### config.mk
export PLATFORM = sky130hd
export DESIGN_NAME = div_unit
export DESIGN_NICKNAME = d
export VERILOG_FILES = /design/src/design/div_pkg.sv /design/src/design/msb_locator.sv /design/src/design/div_operand_latch.sv /design/src/design/div_engine.sv /design/src/design/div_unit.sv
export SDC_FILE = /design/constraint.sdc
export NUM_CORES = 1
export LEC_CHECK = 0
export BUFFER_PORTS_ARGS = -buffer_cell sky130_fd_sc_hd__buf_2
export CORE_ASPECT_RATIO = 0.7
export CORE_UTILIZATION = 35
export CTS_CLUSTER_DIAMETER = 40
export CTS_CLUSTER_SIZE = 20
export DETAILED_ROUTE_END_ITERATION = 12
export PLACE_DENSITY = 0.59
export SYNTH_ARGS = -nofsm -noshare
export SYNTH_HDL_FRONTEND = slang
export SYNTH_HIERARCHICAL = 1
export SYNTH_SLANG_ARGS = --single-unit
export TNS_END_PERCENT = 20
### constraint.sdc
create_clock -name clk -period 4.8 [get_ports clk]
set_input_delay 0.24 -clock clk [delete_from_list [all_inputs] [get_ports clk]]
set_output_delay 0.24 -clock clk [all_outputs]
set_load 0.01 [all_outputs]
### src/design/div_pkg.sv
package div_pkg;

    // ----------------------------------------------------------
    // Pipeline fields
    // ----------------------------------------------------------

    typedef logic [3:0] unit_t;                 // Execution unit select
    typedef logic [4:0] subop_t;                // Operation subtype field

    localparam unit_t UNIT_DIV = 4'd2;          // Divide unit code

    // ----------------------------------------------------------
    // Divide operations
    // ----------------------------------------------------------

    // Unknown subtypes are decoded as DIV_WU by the operand latch
    typedef enum subop_t {
        DIV_W  = 5'd0,                          // Signed quotient
        MOD_W  = 5'd1,                          // Signed remainder
        DIV_WU = 5'd2,                          // Unsigned quotient
        MOD_WU = 5'd3                           // Unsigned remainder
    } div_op_e;

    // ----------------------------------------------------------
    // Engine FSM
    // ----------------------------------------------------------

    typedef enum logic [2:0] {
        IDLE    = 3'd0,                         // Waiting for start
        LOAD    = 3'd1,                         // Copy magnitudes
        ALIGN   = 3'd2,                         // Normalize divisor
        ITERATE = 3'd3,                         // Shift-subtract loop
        FINISH  = 3'd4                          // Sign fix and result
    } div_state_e;

endpackage

### src/design/msb_locator.sv
`timescale 1ns/1ns

module msb_locator #(
    parameter WIDTH = 32
)(
    input  logic [WIDTH-1:0]         din,
    output logic [$clog2(WIDTH)-1:0] n
);

    localparam NW = $clog2(WIDTH);

    logic [WIDTH-1:0] word;                     // Active search window

    // ----------------------------------------------------------
    // Binary search, one bit of n per level
    // ----------------------------------------------------------

    // The window is kept zero above its current size, so shifting
    // right by the half size exposes exactly the upper half.
    always_comb
    begin
        word = din;
        n    = '0;
        for (int lvl = NW - 1; lvl >= 0; lvl--)
        begin
            if (|(word >> (1 << lvl)))
            begin
                n[lvl] = 1'b1;                  // Upper half holds the top one
                word   = word >> (1 << lvl);
            end
            else
            begin
                n[lvl] = 1'b0;
                word   = word & ~({WIDTH{1'b1}} << (1 << lvl));   // Keep lower half
            end
        end
    end

endmodule

### src/design/div_operand_latch.sv
`timescale 1ns/1ns

module div_operand_latch #(
    parameter WIDTH = 32
)(
    input  logic                clk,
    input  logic                arst_n,
    input  div_pkg::unit_t      unit_type,
    input  div_pkg::subop_t     sub_type,
    input  logic                issue_flush,
    input  logic                wb_stall,
    input  logic                busy,
    input  logic [WIDTH-1:0]    din1,
    input  logic [WIDTH-1:0]    din2,
    output logic                start,
    output div_pkg::div_op_e    op,
    output logic [WIDTH-1:0]    mag_dividend,
    output logic [WIDTH-1:0]    mag_divisor,
    output logic                sign_dividend,
    output logic                sign_divisor
);

    logic             issue;
    logic             is_signed;
    logic             neg_dividend;
    logic             neg_divisor;
    div_pkg::div_op_e op_dec;

    // ----------------------------------------------------------
    // Issue decode
    // ----------------------------------------------------------

    // Start still high means the engine has not yet seen this divide
    assign issue = (unit_type == div_pkg::UNIT_DIV) && !issue_flush &&
                   !wb_stall && !busy && !start;

    always_comb
    begin
        case (sub_type)
            div_pkg::DIV_W:  op_dec = div_pkg::DIV_W;
            div_pkg::MOD_W:  op_dec = div_pkg::MOD_W;
            div_pkg::MOD_WU: op_dec = div_pkg::MOD_WU;
            default:         op_dec = div_pkg::DIV_WU;
        endcase
    end

    assign is_signed    = (op_dec == div_pkg::DIV_W) || (op_dec == div_pkg::MOD_W);
    assign neg_dividend = is_signed && din1[WIDTH-1];
    assign neg_divisor  = is_signed && din2[WIDTH-1];

    // ----------------------------------------------------------
    // Registers
    // ----------------------------------------------------------

    always_ff @(posedge clk or negedge arst_n)
    begin
        if (!arst_n)
            start <= 1'b0;
        else
            start <= issue;                     // One cycle pulse
    end

    always_ff @(posedge clk)
    begin
        if (issue)
        begin
            op            <= op_dec;
            mag_dividend  <= neg_dividend ? -din1 : din1;
            mag_divisor   <= neg_divisor ? -din2 : din2;
            sign_dividend <= neg_dividend;
            sign_divisor  <= neg_divisor;
        end
    end

endmodule

### src/design/div_engine.sv
`timescale 1ns/1ns

module div_engine #(
    parameter WIDTH = 32
)(
    input  logic                     clk,
    input  logic                     arst_n,
    input  logic                     start,
    input  logic                     wb_flush,
    input  logic                     wb_stall,
    input  div_pkg::div_op_e         op,
    input  logic [WIDTH-1:0]         mag_dividend,
    input  logic [WIDTH-1:0]         mag_divisor,
    input  logic                     sign_dividend,
    input  logic                     sign_divisor,
    input  logic [$clog2(WIDTH)-1:0] msb_rem,
    input  logic [$clog2(WIDTH)-1:0] msb_div,
    output logic [WIDTH-1:0]         rem_work,
    output logic [WIDTH-1:0]         div_work,
    output logic                     busy,
    output logic                     done,
    output logic [WIDTH-1:0]         dout
);

    localparam CW = $clog2(WIDTH);

    div_pkg::div_state_e state;

    logic [CW-1:0]    cnt;                      // Remaining iterations minus one
    logic [WIDTH-1:0] quo_work;
    logic [CW:0]      align_diff;
    logic             skip_loop;
    logic [WIDTH:0]   trial;
    logic [WIDTH-1:0] quo_fix;
    logic [WIDTH-1:0] rem_fix;
    logic             is_mod;
    logic             abort;

    // ----------------------------------------------------------
    // Datapath arithmetic
    // ----------------------------------------------------------

    assign abort = wb_flush && !wb_stall;

    // Top bit set means the divisor's leading one sits above the dividend's
    assign align_diff = {1'b0, msb_rem} - {1'b0, msb_div};

    // Zero divisor or short dividend leaves quotient 0, remainder as loaded
    assign skip_loop = align_diff[CW] || (div_work == '0);

    // Borrow out in the top bit
    assign trial = {1'b0, rem_work} - {1'b0, div_work};

    // Unsigned ops arrive with both signs cleared
    assign quo_fix = (sign_dividend ^ sign_divisor) ? -quo_work : quo_work;
    assign rem_fix = sign_dividend ? -rem_work : rem_work;

    assign is_mod = (op == div_pkg::MOD_W) || (op == div_pkg::MOD_WU);

    // Held through the done cycle so no issue overlaps the result
    assign busy = (state != div_pkg::IDLE) || done;

    // ----------------------------------------------------------
    // Control FSM
    // ----------------------------------------------------------

    always_ff @(posedge clk or negedge arst_n)
    begin
        if (!arst_n)
        begin
            state <= div_pkg::IDLE;
            cnt   <= '0;
            done  <= 1'b0;
            dout  <= '0;
        end
        else
        begin
            done <= 1'b0;
            if (abort)
                state <= div_pkg::IDLE;         // Drop the divide, no done
            else
            begin
                case (state)
                    div_pkg::IDLE:
                    begin
                        if (start)
                            state <= div_pkg::LOAD;
                    end
                    div_pkg::LOAD:
                    begin
                        state <= div_pkg::ALIGN;
                    end
                    div_pkg::ALIGN:
                    begin
                        if (skip_loop)
                            state <= div_pkg::FINISH;
                        else
                        begin
                            cnt   <= align_diff[CW-1:0];
                            state <= div_pkg::ITERATE;
                        end
                    end
                    div_pkg::ITERATE:
                    begin
                        if (cnt == '0)
                            state <= div_pkg::FINISH;   // Last quotient bit now
                        else
                            cnt <= cnt - 1'b1;
                    end
                    div_pkg::FINISH:
                    begin
                        dout  <= is_mod ? rem_fix : quo_fix;
                        done  <= 1'b1;
                        state <= div_pkg::IDLE;
                    end
                    default:
                    begin
                        state <= div_pkg::IDLE;
                    end
                endcase
            end
        end
    end

    // ----------------------------------------------------------
    // Working registers
    // ----------------------------------------------------------

    always_ff @(posedge clk)
    begin
        case (state)
            div_pkg::LOAD:
            begin
                rem_work <= mag_dividend;
                div_work <= mag_divisor;
                quo_work <= '0;
            end
            div_pkg::ALIGN:
            begin
                // Line up the leading ones of divisor and dividend
                if (!skip_loop)
                    div_work <= div_work << align_diff[CW-1:0];
            end
            div_pkg::ITERATE:
            begin
                quo_work <= {quo_work[WIDTH-2:0], ~trial[WIDTH]};
                if (!trial[WIDTH])
                    rem_work <= trial[WIDTH-1:0];   // Restore by keeping old value
                div_work <= div_work >> 1;
            end
            default:
            begin
                quo_work <= quo_work;
            end
        endcase
    end

endmodule

### src/design/div_unit.sv
`timescale 1ns/1ns

module div_unit #(
    parameter WIDTH = 32
)(
    input  logic             clk,
    input  logic             arst_n,
    input  div_pkg::unit_t   unit_type,
    input  div_pkg::subop_t  sub_type,
    input  logic             issue_flush,
    input  logic             wb_stall,
    input  logic             wb_flush,
    input  logic [WIDTH-1:0] din1,
    input  logic [WIDTH-1:0] din2,
    output logic             busy,
    output logic             done,
    output logic [WIDTH-1:0] dout
);

    localparam CW = $clog2(WIDTH);

    logic             start;
    div_pkg::div_op_e op;
    logic [WIDTH-1:0] mag_dividend;
    logic [WIDTH-1:0] mag_divisor;
    logic             sign_dividend;
    logic             sign_divisor;
    logic [WIDTH-1:0] rem_work;
    logic [WIDTH-1:0] div_work;
    logic [CW-1:0]    msb_rem;
    logic [CW-1:0]    msb_div;

    // ----------------------------------------------------------
    // Operand capture
    // ----------------------------------------------------------

    div_operand_latch #(.WIDTH(WIDTH)) latch0 (
        .clk(clk), .arst_n(arst_n),
        .unit_type(unit_type), .sub_type(sub_type),
        .issue_flush(issue_flush), .wb_stall(wb_stall), .busy(busy),
        .din1(din1), .din2(din2),
        .start(start), .op(op),
        .mag_dividend(mag_dividend), .mag_divisor(mag_divisor),
        .sign_dividend(sign_dividend), .sign_divisor(sign_divisor)
    );

    // ----------------------------------------------------------
    // Engine and its normalization locators
    // ----------------------------------------------------------

    div_engine #(.WIDTH(WIDTH)) engine0 (
        .clk(clk), .arst_n(arst_n), .start(start),
        .wb_flush(wb_flush), .wb_stall(wb_stall), .op(op),
        .mag_dividend(mag_dividend), .mag_divisor(mag_divisor),
        .sign_dividend(sign_dividend), .sign_divisor(sign_divisor),
        .msb_rem(msb_rem), .msb_div(msb_div),
        .rem_work(rem_work), .div_work(div_work),
        .busy(busy), .done(done), .dout(dout)
    );

    msb_locator #(.WIDTH(WIDTH)) loc_rem (.din(rem_work), .n(msb_rem));
    msb_locator #(.WIDTH(WIDTH)) loc_div (.din(div_work), .n(msb_div));

endmodule

==> results of run 1 <==
==> worst paths after layout <==
path / to / slack [ps] / start
worst max-delay path: engine0/div_work[31] / -40 / engine0/div_work[24]
worst min-delay path: latch0/mag_dividend[19] / 30 / din1[19]
worst max register to register: engine0/div_work[31] / -40 / engine0/div_work[24]
worst min register to register: engine0/dout[3] / 470 / engine0/dout[3]
max in group asynchronous: engine0/dout[22] / 3770 / arst_n
min in group asynchronous: engine0/dout[18] / 410 / arst_n
==> metrics by stage <==
stage	setup WS (ps)	std cells	setup TNS, ps
floorplan	78.3	1647	0
global placement	-7.09	2368	-7.09
detailed placement	6.03	2368	0
CTS	1.99	2432	0
global route	-171	2450	-1720
finish	-39.5	2450	-59.6
==> flip-flops by register name, indices dropped and copies added (netlist names), 3 cells and up <==
| signal | cells |
|---|---|
| engine0/div_work | 32 |
| engine0/dout | 32 |
| latch0/mag_dividend | 32 |
| engine0/rem_work | 32 |
| engine0/quo_work | 32 |
| latch0/mag_divisor | 32 |
| engine0/cnt | 5 |
| engine0/state | 3 |
==> layout make-up <==
type	instances	area [um^2]	area share
Clock inverter	24	196	0.0105
Multi-Input combinational cell	1290	8850	0.472
Inverter	69	259	0.0138
Tap cell	552	691	0.0369
Sequential cell	205	5950	0.317
Clock buffer	37	883	0.0471
Timing Repair Buffer	273	1910	0.102
==> power breakdown <==
group          total (W)  internal, W  switching [W]
logic            0.00101     0.000427       0.000584
registers        0.00215      0.00206      0.0000937
clock network    0.00232      0.00137       0.000954
total            0.00548      0.00385        0.00163
==> worst max-delay path: cells and delay by family, from the launching register on <==
| family | cells | cell delay [ps] |
|---|---|---|
| flops | 1 | 510 |
| buf+inv | 5 | 730 |
| simple gates | 2 | 660 |
| fa+ha+maj | 2 | 700 |
| mux | 1 | 290 |
| compound gates | 9 | 1710 |
==> metal layers <==
metal / up-vias / part of all wire / GRT usage
met5: - / 0.0023 / 0.0209
li1: 6595 / - / -
met3: 77 / 0.14 / 0.0932
met2: 758 / 0.37 / 0.304
met1: 6862 / 0.47 / 0.375
met4: 2 / 0.018 / 0.0565
==> timing repair <==
action                                  CTS  global route
hold buffers                              3             0
gates resized for setup                   0            70
setup buffers                             0            17
hold endpoints to repair                 44             0
endpoints found under the setup margin    0            23
==> run_results.csv, run 1 <==
group,metric,value,unit
run_status,status,"finished, violations left",
run_status,violations,"negative setup slack",
final_layout,final_nets,1996,
synth,syn_area,0.0152,mm^2
detailed_routing,drt-initial-drc-count,1667,
sta,fmax,207,MHz
floorplan,pin_count,112,
power,power.density,293,mW/mm^2
clock_tree,cts_max_level,2,
sta,worstMarginPinSlew,1080,ps
detailed_routing,vias,14300,
worst_setup_path,critPathSlowestCell,"or4_1",
grt,grt-ovfl-total,0,
sta,finalMaxSlewViolations,0,
worst_setup_path,cp_cell_sequence,"or4_1 -> a41oi_2 -> o211a_4 -> a2111oi_4 -> a211o_1 -> a21oi_1 -> o21ai_1 -> ha_2 -> inv_2 -> fa_2 -> clkbuf_16 -> buf_4 -> buf_4 -> mux4_2 -> a211oi_2 -> a311oi_1 -> buf_4 -> o21ai_1 -> nand2_1",
sta,hold_viol,0,
grt,grt_first_pass_wirelength,80900,um
clock_tree,cts_buffers,34,
final_layout,fillers,4084,
sta,clock_skew,22.8,ps
worst_setup_path,path_class,"reg2reg",
grt,grt.total_usage,0.243,
worst_setup_path,ff2ff_path_depth,19,
worst_hold_path,min_path_cells,2,
clock_tree,clk_path_buf_depth,3,
final_layout,drive_above_1_share,0.242,
detailed_routing,ant_nets,0,
grt,grt_pass1_vias,12900,
synth,ys_warn_count,6,
detailed_routing,drc_errors,0,
detailed_routing,viasPerCell,5.83,
power,p_leak,7.34,nW
sta,grt_setup_unrepaired,"yes",
final_layout,antenna_cells,0,
worst_setup_path,critPathRequiredTime,5080,ps
final_layout,area_growth_syn_to_layout,23.6,%
synth,synthCells,1645,
job,cap_violations,0,
placement,dp_hpwl,41700,um
worst_setup_path,endpoint_kind,"flip-flop",
floorplan,die-area,0.0442,mm^2
power,power,0.00548,W
clock_tree,cts_tree,"built",
detailed_routing,firstDrtPassIters,5,
synth,syn_avg_cell_area,9.22,um^2
worst_setup_path,arrival,5120,ps
clock_tree,cts.clk_slew.worst_paths,60,ps
worst_hold_path,hold_class,"in2reg",
clock_tree,cts_root_buf,"clkbuf_16",
worst_setup_path,slowest_delay,590,ps
detailed_routing,wl_per_cell,22.4,um
sta,whs,29.1,ps
final_layout,layout_commonest_cell,"nand2_1",
final_layout,stdcell_area,0.0187,mm^2
grt,grt_max_degree,77,
worst_setup_path,crit_path_start_kind,"flip-flop",
worst_setup_path,cp_max_fo,5,
clock_tree,clock-sinks,205,
sta,fin_crit_sh,1.01,
placement,place.gp.congestion,1.03,
final_layout,final_util,0.441,
floorplan,start_util,0.357,
grt,antenna_found_initial,0,
sta,period_minus_slack,4840,ps
floorplan,die_h,176,um
sta,fin_ws,-39.5,ps
sta,final-setup-viol-count,2,
final_layout,mostFrequentLayoutCells,"188 x nand2_1, 163 x edfxtp_1, 145 x buf_4",
worst_setup_path,crit_top_cell,"buf_4",
detailed_routing,wirelength,54900,um
floorplan,placementRows,63,
power,ir_drop,0.185,mV
placement,placed_cell_area,0.0173,mm^2
floorplan,core,0.0425,mm^2
placement,numPortBuffers,111,
sta,slew_headroom,0.283,
floorplan,die_w,251,um
clock_tree,clk_latency,530,ps
No activity file was read; power rests on OpenSTA's default activity.
==> run 2: changes to the inputs <==
--- a/config.mk
+++ b/config.mk
@@ -16,4 +16,4 @@
 export SYNTH_HDL_FRONTEND = slang
 export SYNTH_HIERARCHICAL = 1
 export SYNTH_SLANG_ARGS = --single-unit
-export TNS_END_PERCENT = 20
+export TNS_END_PERCENT = 100
==> run 2 against run 1 <==
Compared with the run above: the flow still finishes with violations (negative setup slack); clock power barely moved; flip-flop and latch count unchanged; register-to-register slack barely moved; global-route usage unchanged; total power grew 0.10%; highest routed layer unchanged; final area grew 0.15%.
==> run_results.csv, run 2 (same netlist as run 1, synthesis figures left out) <==
group,metric,value,unit
run_status,status,"finished, violations left",
run_status,violations,"negative setup slack",
clock_tree,clk_latency,530,ps
power,p_leak,7.36,nW
sta,fmax,207,MHz
grt,grt.total_usage,0.243,
clock_tree,cts_tree,"built",
sta,fin_ws,-29.5,ps
clock_tree,clock-sinks,205,
floorplan,core,0.0425,mm^2
clock_tree,cts_root_buf,"clkbuf_16",
floorplan,pin_count,112,
worst_setup_path,crit_top_cell,"buf_4",
power,p_int,0.00385,W
grt,grt_pass1_vias,12900,
grt,antenna_found_initial,1,
sta,slew_headroom,0.279,
detailed_routing,drt-initial-drc-count,1550,
floorplan,die_w,251,um
sta,fin_tns_setup,-55.8,ps
final_layout,fin_cells,2452,
final_layout,layout_commonest_cell,"nand2_1",
floorplan,placementRows,63,
worst_setup_path,critPathSlowestCell,"or4_1",
detailed_routing,wl_per_cell,22.4,um
placement,dpl.cell_count,2368,
power,p_sw_frac,0.298,
detailed_routing,drc_errors,0,
grt,grt-ovfl-total,0,
power,p_seq_frac,0.392,
floorplan,die_h,176,um
placement,numPortBuffers,111,
detailed_routing,routed.top_layer,"met5",
job,cap_violations,0,
sta,fin_crit_sh,1.01,
detailed_routing,met2WireLength,20500,um
power,p_comb_frac,0.185,
floorplan,start_util,0.357,
sta,final-setup-viol-count,2,
power,power,0.00549,W
worst_setup_path,slowest_delay,590,ps
power,clkPwrFrac,0.423,
worst_setup_path,path_class,"reg2reg",
detailed_routing,drt-met1-wl,25900,um
worst_setup_path,startpoint,"engine0/div_work[24]",
final_layout,mostFrequentLayoutCells,"188 x nand2_1, 163 x edfxtp_1, 147 x buf_4",
worst_hold_path,min_path_cells,2,
detailed_routing,wl_met3,7360,um
detailed_routing,vias,14300,
detailed_routing,wirelength,54900,um
clock_tree,clk_path_buf_depth,3,
worst_setup_path,cp_cell_sequence,"or4_1 -> a41oi_2 -> o211a_4 -> a2111oi_4 -> a211o_1 -> a21oi_1 -> o21ai_1 -> ha_2 -> inv_2 -> fa_2 -> clkbuf_16 -> buf_4 -> buf_4 -> mux4_2 -> a211oi_2 -> a311oi_1 -> buf_4 -> o21ai_1 -> nand2_1",
placement,place.gp.congestion,1.03,
sta,hold_viol,0,
worst_setup_path,critPathRequiredTime,5080,ps
worst_setup_path,arrival,5110,ps
worst_hold_path,worstHoldStart,"din1[19]",
worst_setup_path,crit_path_start_kind,"flip-flop",
power,ir_drop,0.185,mV
sta,worstMarginPinSlew,1080,ps
power,power.density,292,mW/mm^2
grt,grt_max_degree,77,
worst_hold_path,hold_class,"in2reg",
worst_setup_path,ff2ff_path_depth,19,
sta,clock_skew,23.9,ps
clock_tree,cts_max_level,2,
worst_setup_path,reg2reg_to,"engine0/div_work[31]",
worst_hold_path,min_to,"latch0/mag_dividend[19]",
grt,grt_first_pass_wirelength,80900,um
final_layout,stdcell_area,0.0188,mm^2
detailed_routing,viasPerCell,5.84,
final_layout,antenna_cells,0,
sta,finalMaxSlewViolations,0,
final_layout,final_nets,1998,
worst_setup_path,rrSetupSlack,-30,ps
clock_tree,cts_buffers,34,
power,power.switching,0.00163,W
worst_setup_path,reg2reg_from,"engine0/div_work[24]",
worst_setup_path,endpoint_kind,"flip-flop",
final_layout,drive_above_1_share,0.245,
placement,dp_hpwl,41700,um
final_layout,area_growth_syn_to_layout,23.8,%
sta,grt_setup_unrepaired,"yes",
clock_tree,cts.clk_slew.worst_paths,60,ps
floorplan,die-area,0.0442,mm^2
worst_setup_path,cp_max_fo,5,
detailed_routing,ant_nets,0,
detailed_routing,firstDrtPassIters,7,
sta,period_minus_slack,4830,ps
placement,placed_cell_area,0.0173,mm^2
final_layout,final_util,0.442,
[run 2: cell count changes in the layout (fill, tap and decap cells not counted)]
cell / before / now
a221oi_1: 6 / 5
buf_4: 145 / 147
mux2i_2: 2 / 3
mux2i_1: 20 / 19
nor2_4: 3 / 2
o21ai_2: 9 / 10
o21ai_1: 33 / 32
a221oi_2: 1 / 2
buf_8: 2 / 3
buf_6: 4 / 3
nor2_2: 6 / 7
[run 2: cell type report]
type / instances / area (um^2)
inverters: 69 / 259
clock buffers: 37 / 883
well taps: 552 / 691
clock inverters: 24 / 196
repair buffers: 275 / 1930
multi-input cells: 1290 / 8860
fillers: 4088 / 23700
flip-flops and latches: 205 / 5950
[run 2: worst max path at each step]
stage	endpoint	slack [ps]	cells past startpoint
2_1_floorplan	engine0/div_work[27]	80	21
3_3_place_gp	engine0/div_work[22]	-7	21
3_5_place_dp	engine0/div_work[22]	6	21
4_1_cts	engine0/div_work[22]	2	21
5_1_grt	engine0/div_work[30]	-150	20
6_report	engine0/div_work[31]	-30	19
[run 2: critical path: cells and delay by family, from the launching register on]
family	cells	cell delay (ps)
compound gates	9	1710
fa+ha+maj	2	700
buf+inv	5	720
flops	1	500
mux	1	290
simple gates	2	660
[run 2: what timing repair did]
| item | CTS | global route |
|---|---|---|
| gates resized for setup | 0 | 73 |
| hold buffers | 3 | 0 |
| setup buffers | 0 | 19 |
| hold endpoints to repair | 44 | 0 |
| endpoints found under the setup margin | 0 | 23 |
[run 2: per-stage QoR]
stage                     worst slack (ps)  hold WS (ps)
after detailed placement              6.03           459
after CTS                             1.99          14.1
after floorplan                       78.3         -55.6
after global routing                  -146          22.0
after global placement               -7.09           453
final                                -29.5          29.8
[run 2: per-layer routing]
layer / track usage / up-vias
met5: 0.0209 / -
met4: 0.0565 / 4
met3: 0.0932 / 78
met2: 0.304 / 755
met1: 0.375 / 6882
li1: - / 6606
[run 2: power by group through the flow]
stage          combinational [W]  clock [W]  sequential [W]
2_1_floorplan           0.000483          0         0.00222
3_3_place_gp            0.000942          0         0.00218
3_5_place_dp            0.000947          0         0.00219
4_1_cts                 0.000952    0.00237         0.00215
5_1_grt                  0.00110    0.00245         0.00217
6_report                 0.00102    0.00232         0.00215
